## src/uart_line_pkg.sv

```systemverilog
/*
	uart serial line definitions
	8N1 framing constants, 16x oversample tick divisor, data byte and
	counter types, receiver and transmitter FSM state encodings
*/
`default_nettype none

package uart_line_pkg;

	// bit rate is fixed at build time
	localparam int unsigned CLK_HZ     = 10_000_000;	// system clock
	localparam int unsigned BAUD       = 78_125;	// line rate
	localparam int unsigned OVERSAMPLE = 16;	// ticks per bit time
	localparam int unsigned TICK_DIV   = CLK_HZ / (BAUD * OVERSAMPLE);	// 8 clocks per tick
	localparam int unsigned TICK_W     = $clog2(TICK_DIV);	// divider count width
	localparam int unsigned BYTE_W     = 8;	// data bits per frame

	typedef logic [BYTE_W-1:0] byte_t;	// one data byte
	typedef logic [$clog2(OVERSAMPLE)-1:0] os_cnt_t;	// ticks within a bit
	typedef logic [$clog2(BYTE_W)-1:0] bit_idx_t;	// data bit number

	localparam os_cnt_t OS_LAST = os_cnt_t'(OVERSAMPLE - 1);	// last tick of a bit
	localparam os_cnt_t OS_MID = os_cnt_t'(OVERSAMPLE / 2 - 1);	// middle of start bit
	localparam bit_idx_t BIT_LAST = bit_idx_t'(BYTE_W - 1);	// msb, sent last

	// receiver FSM
	typedef enum logic [1:0] {
		RX_IDLE,	// waiting for a falling edge
		RX_START,	// checking the start bit at mid-bit
		RX_DATA,	// sampling 8 data bits
		RX_STOP		// sampling the stop bit
	} rx_state_t;

	// transmitter FSM
	typedef enum logic [1:0] {
		TX_IDLE,	// line high, clear to send
		TX_START,	// start bit, line low
		TX_DATA,	// data bits lsb first
		TX_STOP		// stop bit, line high
	} tx_state_t;

endpackage

`default_nettype wire

```

## src/uart_map_pkg.sv

```systemverilog
/*
	uart bus map definitions
	word bus request struct, address and data types, the four register
	offsets and the bit positions inside command and status words
*/
`default_nettype none

package uart_map_pkg;

	typedef logic [31:0] addr_t;	// byte address
	typedef logic [31:0] word_t;	// bus data word

	// one bus access, valid only while de is high
	typedef struct packed {
		logic  de;	// access enable
		logic  drw;	// 1 = write, 0 = read
		addr_t daddr;	// register byte address
		word_t din;	// write data
	} bus_req_t;

	// register map, exact decode
	localparam addr_t ADDR_CMD    = 32'h0000_0000;	// command, reads zero
	localparam addr_t ADDR_STATUS = 32'h0000_0004;	// {30'b0, rdy, cts}
	localparam addr_t ADDR_RXBUF  = 32'h0000_0008;	// received byte
	localparam addr_t ADDR_TXBUF  = 32'h0000_000c;	// byte to send

	/*
		command bits act only on the write cycle, so writing 0x3
		starts a send and clears the ready flag together
	*/
	localparam int unsigned CMD_SEND_BIT  = 0;	// start a frame
	localparam int unsigned CMD_CLEAR_BIT = 1;	// drop rdy

	// status bits
	localparam int unsigned ST_CTS_BIT = 0;	// transmitter idle
	localparam int unsigned ST_RDY_BIT = 1;	// new byte waiting

	// unused upper bits of a status or buffer read are zero



endpackage

`default_nettype wire

```

## src/uart_baud_timer.sv

```systemverilog
/*
	uart oversample tick generator
	free-running divider giving a one-clock tick16 pulse every
	TICK_DIV clocks, sixteen ticks per bit time
*/
`timescale 1ns/10ps
`default_nettype none

module uart_baud_timer (
	input  logic clk,
	input  logic rst,
	output logic tick16
);

	import uart_line_pkg::*;

	logic [TICK_W-1:0] cnt;	// clocks since last tick

	always_ff @(posedge clk) begin
		if (rst) begin
			cnt    <= '0;
			tick16 <= 1'b0;
		end else if (cnt == TICK_W'(TICK_DIV - 1)) begin
			cnt    <= '0;	// wrap
			tick16 <= 1'b1;	// one pulse per wrap
		end else begin
			cnt    <= cnt + 1'b1;
			tick16 <= 1'b0;
		end
	end

	// ticks are spaced apart, never back to back
	a_tick_single : assert property (
		@(posedge clk) disable iff (rst)
		tick16 |=> !tick16
	) else $error("tick16 high on two cycles in a row");

endmodule

`default_nettype wire

```

## src/uart_rx.sv

```systemverilog
/*
	uart receiver
	synchronizes rxd, checks the start bit at mid-bit, samples data
	and stop bits every 16 ticks, loads rx_byte and sets rdy on a good
	stop bit, drops the frame on a low one
*/
`timescale 1ns/10ps
`default_nettype none

module uart_rx (
	input  logic                  clk,
	input  logic                  rst,
	input  logic                  rxd,
	input  logic                  tick16,
	input  logic                  clear,
	output uart_line_pkg::byte_t  rx_byte,
	output logic                  rdy
);

	import uart_line_pkg::*;

	logic [2:0] sync;	// [0],[1] synchronizer, [2] previous level
	logic       rxd_s;	// synchronized line
	logic       fall;	// high to low on the synced line
	rx_state_t  state;
	os_cnt_t    sub;	// ticks within the current bit
	bit_idx_t   idx;	// data bit being sampled
	byte_t      shreg;	// incoming bits, lsb first

	assign rxd_s = sync[1];
	assign fall  = sync[2] & ~sync[1];	// edge, so a held-low line is not a new start

	always_ff @(posedge clk) begin
		if (rst) begin
			sync <= '1;	// idle line is high
		end else begin
			sync <= {sync[1:0], rxd};
		end
	end

	always_ff @(posedge clk) begin
		if (rst) begin
			state   <= RX_IDLE;
			sub     <= '0;
			idx     <= '0;
			rx_byte <= '0;
			rdy     <= 1'b0;
		end else begin
			if (clear)
				rdy <= 1'b0;	// a frame finishing below still wins
			case (state)
				RX_IDLE: begin
					sub <= '0;
					if (fall)
						state <= RX_START;
				end
				RX_START: if (tick16) begin
					sub <= sub + 1'b1;
					if (sub == OS_MID) begin	// mid start bit
						sub <= '0;
						idx <= '0;
						state <= rxd_s ? RX_IDLE : RX_DATA;	// high again = glitch
					end
				end
				RX_DATA: if (tick16) begin
					sub <= sub + 1'b1;	// wraps to 0 after OS_LAST
					if (sub == OS_LAST) begin	// mid data bit
						shreg <= {rxd_s, shreg[BYTE_W-1:1]};	// lsb arrives first
						idx   <= idx + 1'b1;
						if (idx == BIT_LAST)
							state <= RX_STOP;
					end
				end
				RX_STOP: if (tick16) begin
					sub <= sub + 1'b1;
					if (sub == OS_LAST) begin	// mid stop bit
						state <= RX_IDLE;
						if (rxd_s) begin	// good frame
							rx_byte <= shreg;	// overwrites an unread byte
							rdy     <= 1'b1;
						end
					end
				end
				default: state <= RX_IDLE;
			endcase
		end
	end

	// rdy only rises when a frame completes out of RX_STOP
	a_rdy_from_stop : assert property (
		@(posedge clk) disable iff (rst)
		$rose(rdy) |-> ($past(state) == RX_STOP && state == RX_IDLE)
	) else $error("rdy rose outside the end of a frame");

endmodule

`default_nettype wire

```

## src/uart_tx.sv

```systemverilog
/*
	uart transmitter
	copies tx_byte on send, then drives start, 8 data bits lsb first and
	stop, each 16 ticks long, through a registered txd; cts while idle
*/
`timescale 1ns/10ps
`default_nettype none

module uart_tx (
	input  logic                  clk,
	input  logic                  rst,
	input  logic                  tick16,
	input  logic                  send,
	input  uart_line_pkg::byte_t  tx_byte,
	output logic                  txd,
	output logic                  cts
);

	import uart_line_pkg::*;

	tx_state_t state;
	os_cnt_t   sub;	// ticks within the current bit
	bit_idx_t  idx;	// data bit on the line
	byte_t     shreg;	// byte being sent, shifted right

	assign cts = (state == TX_IDLE);	// send while busy is dropped

	always_ff @(posedge clk) begin
		if (rst) begin
			state <= TX_IDLE;
			sub   <= '0;
			idx   <= '0;
			txd   <= 1'b1;	// line idles high
		end else begin
			case (state)
				TX_IDLE: begin
					txd <= 1'b1;
					if (send) begin
						shreg <= tx_byte;	// copy at frame start
						sub   <= '0;	// bit phase starts here
						idx   <= '0;
						txd   <= 1'b0;	// start bit from next edge
						state <= TX_START;
					end
				end
				TX_START: if (tick16) begin
					sub <= sub + 1'b1;
					if (sub == OS_LAST) begin
						txd   <= shreg[0];	// first data bit
						state <= TX_DATA;
					end
				end
				TX_DATA: if (tick16) begin
					sub <= sub + 1'b1;
					if (sub == OS_LAST) begin
						idx   <= idx + 1'b1;
						shreg <= shreg >> 1;
						if (idx == BIT_LAST) begin
							txd   <= 1'b1;	// stop bit
							state <= TX_STOP;
						end else begin
							txd <= shreg[1];	// next bit up
						end
					end
				end
				TX_STOP: if (tick16) begin
					sub <= sub + 1'b1;
					if (sub == OS_LAST)
						state <= TX_IDLE;	// cts back on
				end
				default: state <= TX_IDLE;
			endcase
		end
	end

	a_idle_high : assert property (
		@(posedge clk) disable iff (rst)
		state == TX_IDLE |-> txd
	) else $error("txd low while transmitter idle");

	a_start_on_send : assert property (
		@(posedge clk) disable iff (rst)
		(state == TX_IDLE && !send) |=> state == TX_IDLE
	) else $error("frame started without send");

endmodule

`default_nettype wire

```

## src/uart_regs.sv

```systemverilog
/*
	uart bus registers
	exact address decode, send buffer, send and clear command strobes
	and the combinational read mux for the four-word map
*/
`timescale 1ns/10ps
`default_nettype none

module uart_regs (
	input  logic                   clk,
	input  logic                   rst,
	input  uart_map_pkg::bus_req_t bus_req,
	output uart_map_pkg::word_t    dout,
	output logic                   send,
	output logic                   clear,
	output uart_line_pkg::byte_t   tx_byte,
	input  uart_line_pkg::byte_t   rx_byte,
	input  logic                   rdy,
	input  logic                   cts
);

	import uart_map_pkg::*;
	import uart_line_pkg::*;

	logic  wr;	// write access this cycle
	logic  cmd_wr;	// write to the command register
	word_t rd_data;	// selected register, before de gating

	assign wr     = bus_req.de & bus_req.drw;
	assign cmd_wr = wr && (bus_req.daddr == ADDR_CMD);

	// strobes live for the write cycle only
	assign send  = cmd_wr & bus_req.din[CMD_SEND_BIT];	// busy check is in tx
	assign clear = cmd_wr & bus_req.din[CMD_CLEAR_BIT];

	// send buffer
	always_ff @(posedge clk) begin
		if (rst) begin
			tx_byte <= '0;
		end else if (wr && bus_req.daddr == ADDR_TXBUF) begin
			tx_byte <= byte_t'(bus_req.din);	// low byte only
		end
	end

	always_comb begin
		rd_data = '0;	// command reg and holes read zero
		case (bus_req.daddr)
			ADDR_STATUS: begin
				rd_data[ST_RDY_BIT] = rdy;
				rd_data[ST_CTS_BIT] = cts;
			end
			ADDR_RXBUF: rd_data = word_t'(rx_byte);	// zero-extended
			ADDR_TXBUF: rd_data = word_t'(tx_byte);
			default:    rd_data = '0;
		endcase
	end

	assign dout = bus_req.de ? rd_data : '0;	// quiet bus when not selected

	// strobes come from a command write and carry its data bits
	a_strobe_src : assert property (
		@(posedge clk) disable iff (rst)
		(send || clear) |-> (bus_req.de && bus_req.drw && bus_req.daddr == ADDR_CMD)
	) else $error("send or clear outside a command write");

endmodule

`default_nettype wire

```

## src/uart_top.sv

```systemverilog
/*
	memory-mapped uart, 8N1 with 16x oversampled receive
	ties the tick generator, receiver, transmitter and bus registers
*/
`timescale 1ns/10ps
`default_nettype none

module uart_top (
	input  logic                   clk,
	input  logic                   rst,
	input  uart_map_pkg::bus_req_t bus_req,
	output uart_map_pkg::word_t    dout,
	input  logic                   rxd,
	output logic                   txd
);

	import uart_line_pkg::*;

	logic  tick16;	// 1/16 bit time pulse
	logic  send;	// command strobe to tx
	logic  clear;	// command strobe to rx
	logic  rdy;	// byte waiting
	logic  cts;	// tx idle
	byte_t tx_byte;	// send buffer
	byte_t rx_byte;	// last good received byte

	uart_baud_timer u_baud (
		.clk    (clk),
		.rst    (rst),
		.tick16 (tick16)
	);

	uart_rx u_rx (
		.clk     (clk),
		.rst     (rst),
		.rxd     (rxd),
		.tick16  (tick16),
		.clear   (clear),
		.rx_byte (rx_byte),
		.rdy     (rdy)
	);

	uart_tx u_tx (
		.clk     (clk),
		.rst     (rst),
		.tick16  (tick16),
		.send    (send),
		.tx_byte (tx_byte),
		.txd     (txd),
		.cts     (cts)
	);

	uart_regs u_regs (
		.clk     (clk),
		.rst     (rst),
		.bus_req (bus_req),
		.dout    (dout),
		.send    (send),
		.clear   (clear),
		.tx_byte (tx_byte),
		.rx_byte (rx_byte),
		.rdy     (rdy),
		.cts     (cts)
	);

endmodule

`default_nettype wire

```

## config.mk

```make
export PLATFORM = sky130hd
export DESIGN_NAME = uart_top
export DESIGN_NICKNAME = d
export VERILOG_FILES = /design/src/uart_line_pkg.sv /design/src/uart_map_pkg.sv /design/src/uart_baud_timer.sv /design/src/uart_rx.sv /design/src/uart_tx.sv /design/src/uart_regs.sv /design/src/uart_top.sv
export SDC_FILE = /design/constraint.sdc
export NUM_CORES = 1
export LEC_CHECK = 0
export ABC_AREA = 1
export BUFFER_PORTS_ARGS = -buffer_cell sky130_fd_sc_hd__buf_2
export CAP_MARGIN = 40
export CORE_MARGIN = 10
export CORE_UTILIZATION = 40
export CTS_BUF_LIST = sky130_fd_sc_hd__clkbuf_2 sky130_fd_sc_hd__clkbuf_4 sky130_fd_sc_hd__clkbuf_8
export CTS_CLUSTER_DIAMETER = 150
export CTS_CLUSTER_SIZE = 14
export DETAILED_ROUTE_END_ITERATION = 6
export PLACE_DENSITY = 0.65
export SYNTH_ARGS = -nofsm -noshare
export SYNTH_HDL_FRONTEND = slang
export SYNTH_SLANG_ARGS = --single-unit
```

## constraint.sdc

```tcl
create_clock -name clk -period 2.4 [get_ports clk]
set_clock_uncertainty 0.05 [all_clocks]
set_input_delay 0.48 -clock clk [delete_from_list [all_inputs] [get_ports clk]]
set_output_delay 0.48 -clock clk [all_outputs]
set_load 0.005 [all_outputs]
```

== Word-level counts from Yosys, hierarchy flattened ==
Cells that the tools add are included.
Storage, ports and cells
  bits of input ports: 69
  register bits after elaboration: 59
  logic and storage cells: 135
  output and inout bits: 33
Cells by class
  multiplexer cells: 55
  reductions and logical operators: 21
  add/sub/neg operators: 5
  bitwise gates (word level): 6
  eq/ne operators: 33
Operators with widths (number)
  $eq A32 B4 Y1 const B: 2
  $mux W2: 17
  $eq A32 B3 Y1 const B: 1
  $logic_not A32 Y1: 1
  $mux W8: 4
  $ne A2 B1 Y1 const B: 11
  $mux W3: 7
  $mux W4: 5
  $pmux W2 S4: 2
  $pmux W8 S2: 1
  $reduce_and A8 Y1: 2
  $reduce_and A5 Y1: 3
  $ne A2 B2 Y1 const B: 7
  $mux W1: 12
  $pmux W3 S2: 2
  $pmux W4 S3: 1
  $pmux W6 S2: 1
  $reduce_and A4 Y1: 3
  $add A3 B1 Y3 const B: 3
  $eq A3 B3 Y1 const B: 3
  $add A4 B1 Y4 const B: 2
  $eq A2 B2 Y1 const B: 4
  $eq A4 B4 Y1 const B: 2
  $pmux W4 S2: 1
  other kinds (13): 23

== Logic depth before layout (Yosys ltp) ==
  depth in word-level cells: 8
  gate-level depth with buffers: 11
  depth with buffers taken out: 11

== By module ==
Synthesis repeated with hierarchy kept, for this count alone.
Unflattened totals
  cell total of the unflattened synthesis: 467
  area, all modules: 3413.3 µm²
Modules (own cells, without submodules)
  uart_rx: times used 1, seq. area each 660.6 µm², cells each 135, area an instance 1188.6 µm²
  uart_regs: times used 1, seq. area each 160.2 µm², cells each 179, area an instance 1061.0 µm²
  uart_tx: times used 1, seq. area each 440.4 µm², cells each 138, area an instance 1022.2 µm²
  uart_baud_timer: times used 1, seq. area each 80.1 µm², cells each 15, area an instance 141.4 µm²

== Worst setup path after synthesis ==
No wires, ideal clock.
  path kind: reg2reg
  start point: register u_tx.state[0]
  end point: register u_tx.shreg[0], enable pin
  cell stages (with the launch flop): 7
  setup time: 0.370 ns
  data required time: 1.980 ns
  arrival: 1.612 ns
  path buffers: 1
  clock period less this slack: 2.033 ns
  slack: 0.367 ns
  cells stage by stage: dfxtp_1 -> inv_1 -> ha_1 -> buf_2 -> o21ai_0 -> nand3_4 -> nor2_1
Between the ends
  cells in the longest elaborated chain, start to end: 3
  elaborated cells between the ends (all ways): 7
  those cells by class: 4 x eq/ne; 3 x reduce/logical
RTL lines
  start: declaration: line uart_tx.sv:21  | tx_state_t state;
  start signal: assignment: line uart_tx.sv:30  | state <= TX_IDLE;
  start signal: assignment: line uart_tx.sv:43  | state <= TX_START;
  start signal: assignment: line uart_tx.sv:50  | state <= TX_DATA;
  $eq A2 B2 Y1 / $logic_not A2 Y1 (equally long branches): line uart_tx.sv:35  | case (state)
  $ne A2 B1 Y1 (no line), or another cell as far along
  $reduce_and A5 Y1 (no line) (*)
  end signal: assignment: line uart_tx.sv:39  | shreg <= tx_byte;
  end signal: assignment: line uart_tx.sv:57  | shreg <= shreg >> 1;
  end: declaration: line uart_tx.sv:24  | byte_t shreg;
Mark *: on every way between the ends. The rest lies on a longest branch, timed or not.
A chain may end at the register's enable or synchronous reset.

== Worst setup path in the final report ==
  start point: input port bus_req[43] in the netlist's numbering
  end point: output port dout[1]
Between the ends
  cells in the longest elaborated chain, start to end: 3
  elaborated cells between the ends (all ways): 5
  those cells by class: 3 x eq/ne; 2 x mux
RTL lines
  start: declaration: line uart_top.sv:11  | input uart_map_pkg::bus_req_t bus_req,
  $eq A32 B4 Y1 / $eq A32 B3 Y1 (equally long branches): line uart_regs.sv:47  | case (bus_req.daddr)
  $pmux W2 S3 (*): line uart_regs.sv:47
  $mux W8 (*): line uart_regs.sv:58  | assign dout = bus_req.de ? rd_data : '0;
  end: declaration: line uart_top.sv:12  | output uart_map_pkg::word_t dout,
Marks and branches as above.

==> results.tsv <==
stage	metric	value	unit
setup_path	CP Capture Type	output port	
cts	TritonCTS clock tree	built	
placement	PortBufs	53	
logic_synthesis	ys async rst share	0	%
hold_path	hold path startpoint	rxd	
hold_path	HP Class	primary input to register	
route	Via density	4.562	
die	die area	0.01183	mm^2
setup_path	reg-to-reg startpoint	u_tx.state[0]$_SDFFE_PP0P_	
setup_path	Critical Path AT	1.75	ns
setup_path	reg2reg end	u_tx.shreg[0]$_DFFE_PP_	
logic_synthesis	register area share after synthesis	42.56	%
grt	largest net degree at the start of global routing	18	
logic_synthesis	area of the mapped netlist	0.003152	mm^2
logic_synthesis	syn avg cell area	7.576	um^2
cts	clk sinks	59	
placement	placed cell areas	0.003450	mm^2
hold_path	Worst Hold Endpoint	u_rx.sync[0]$_SDFF_PP1_	
logic_synthesis	top cell type's share of synthesized area	27.31	%
die	Die W	108.8	um
route	post-route ant nets	0	
die	I/O Pins	102	
grt	first-pass GRT wire length	11440	um
sta	final worst-path cycle share	94.87	%
logic_synthesis	largest area contributor in the netlist	dfxtp_1	
sta	final hold violations	0	
layout	post-route cell area	0.003700	mm^2
cts	Max Buffers Root-to-Sink	2	
cts	CTS Hold Bufs	0	
placement	HPWL Detailed	5508	um
sta	TNS Setup	0	ns
layout	n_diodes	0	
layout	commonest non-fill, non-tap cell in the layout	nand2_1	
logic_synthesis	Synth warnings	0	
cts	CTS clk-pin slew, worst paths	0.06	ns
sta	fmax	439.2	MHz
sta	final worst setup slack	0.1232	ns
status	status	completed	
cts	Num CTS Buffers	9	
grt	initial antenna violation count	0	
route	WL per Instance	12.05	um
die	Die Ht	108.8	um
run	max-cap viol count	0	
layout	most frequent cells in the layout	nand2_1 (88), nor2_1 (78), buf_2 (53)	
layout	post-layout util	48.13	%
layout	Nets	562	
cts	CTS root buf	clkbuf_8	
setup_path	setup slack on the worst flop-to-flop path	0.40	ns
die	row cnt	32	
layout	synthesis-to-finish area growth	17.39	%
power	Pleak	1.757	nW
sta	unrepaired setup endpoints after global routing	no	
hold_path	hold path depth	2	
placement	Post-Place Setup Slack	0.007941	ns
sta	Slew Limit Fails	0	
grt	vias in the first global route	2582	
route	detailed-route DRC error count	0	
logic_synthesis	top_reg_cell synth	dfxtp_1	
setup_path	critical path startpoint category	primary input	
grt	total grt overflow	0	
sta	# setup viols final	0	
logic_synthesis	cells after synthesis	416	
power	peak supply drop	0.0005285	V
sta	min Tclk post-route	2.277	ns
cts	H-tree levels	3	
cts	Skew-Pair Late Insertion Delay	0.33	ns
power	pwr/cell area	708.7	mW/mm^2
route	Total Wirelength	7072	um
grt	Overall Global Routing Usage	12.00	%
setup_path	Setup Crit Path Kind	primary input to output port	
logic_synthesis	register bit count reported by yosys	59	
die	Starting Density	41.00	%
logic_synthesis	Yosys cell types	37	
logic_synthesis	EDFF count, synth	16	
route	DR vias	2678	
layout	fraction of layout cells with a size suffix above 1	21.65	%
route	drt pass-1 iters	4	
setup_path	Worst R2R Path Depth	6	
die	core area	0.007687	mm^2
setup_path	CP Max Fanout	3	
setup_path	Worst Path Required	1.87	ns
logic_synthesis	Area contributors post-synth	dfxtp_1 (27%), edfxtp_1 (15%), nand2_1 (10%)	
route	initial DRC count	121	
placement	RePlAce Congestion	0.8104	
==> metrics by stage <==
stage / instances / hold WS [ns] / power, mW
finish: 587 / 0.2807 / 2.622
global route: 587 / 0.2700 / 2.758
CTS: 584 / 0.2656 / 2.644
detailed placement: 568 / 0.3444 / 1.625
global placement: 568 / 0.3532 / 1.604
floorplan: 439 / 0.3395 / 1.519
==> routing by layer <==
layer / wire length [um] / GRT usage, % / share of wire (%) / vias to the layer above
met5: 0 / 0 / 0 / -
met2: 3698 / 21.81 / 52 / 51
met3: 372 / 3.068 / 5.3 / 7
li1: - / - / - / 1402
met1: 2927 / 13.26 / 41 / 1218
met4: 73 / 4.143 / 1.0 / 0
==> logic make-up after synthesis <==
family / after synthesis / synth area share [%]
other: 1 / 0.1190
DFF: 59 / 42.56
adders and majority gates: 13 / 5.161
and+or+nand+nor: 207 / 30.01
AOI/OAI and AO/OA: 56 / 9.091
xor gates and xnor gates: 2 / 0.5559
buffers and inverters: 78 / 12.50
==> where the power goes <==
part           switching [mW]  total, mW  internal, mW
clock                   0.395       1.02         0.621
sequential             0.0311       1.13          1.10
combinational           0.309      0.478         0.169
total                   0.735       2.62          1.89
==> critical path, stage by stage <==
cell and delay (ns):
buf_2 0.10, nor2_1 0.12, nand4_2 0.17, nor3_4 0.25, nand3_1 0.17, nand3_1 0.10, nand2_1 0.07, nor2_1 0.14
buf_2 0.14
==> cell usage after synthesis (2+ instances only) <==
master    number
clkbuf_1       2
a21oi_1       23
nor2_4         2
or2_2          3
nor2_1        79
nand3_1       11
nand4_1        3
o21ai_1        3
dfxtp_1       43
nor3_4         2
inv_1         42
nand2_2        2
nor2_2         5
xor2_1         2
nand2_4        2
o22ai_1        2
nand2_1       88
inv_2          4
edfxtp_1      16
ha_1          13
nand3_2        3
buf_4         26
o21ai_0       26
==> sequential cells by signal, summed over array words and instances (netlist names), 2 cells and up, named ones only <==
name            cells
u_tx.sub            4
u_rx.shreg          8
u_rx.rx_byte        8
u_tx.shreg          8
u_rx.sync           3
u_tx.state          2
u_rx.sub            4
u_tx.idx            3
u_regs.tx_byte      8
u_baud.cnt          3
u_rx.idx            3
==> final cells by class <==
class                   instances  area, um^2
clock buffers                  11       145.1
clock inverters                 5       77.57
fillers                       736        3988
inverters                      48       185.2
multi-input cells             302        1505
flip-flops and latches         59        1341
well taps                     102       127.6
repair buffers                 60       317.8
==> how the worst max path moves through the flow <==
stage                           start  cells after the start                 endpoint
after detailed placement  bus_req[53]                     13                  dout[1]
after floorplan           bus_req[63]                      9  u_tx.shreg[0]$_DFFE_PP_
after global routing      bus_req[53]                     11                  dout[1]
final                     bus_req[43]                      9                  dout[1]
after CTS                 bus_req[43]                     11                  dout[1]
after global placement    bus_req[63]                     13                  dout[1]
==> timing repair <==
action                                  4_1_cts  5_1_grt
setup buffers                                 0        3
cloned                                        0        0
gates resized for setup                       1        3
endpoints found under the setup margin        1        3
Note: power is estimated with default switching activity, not from simulation.
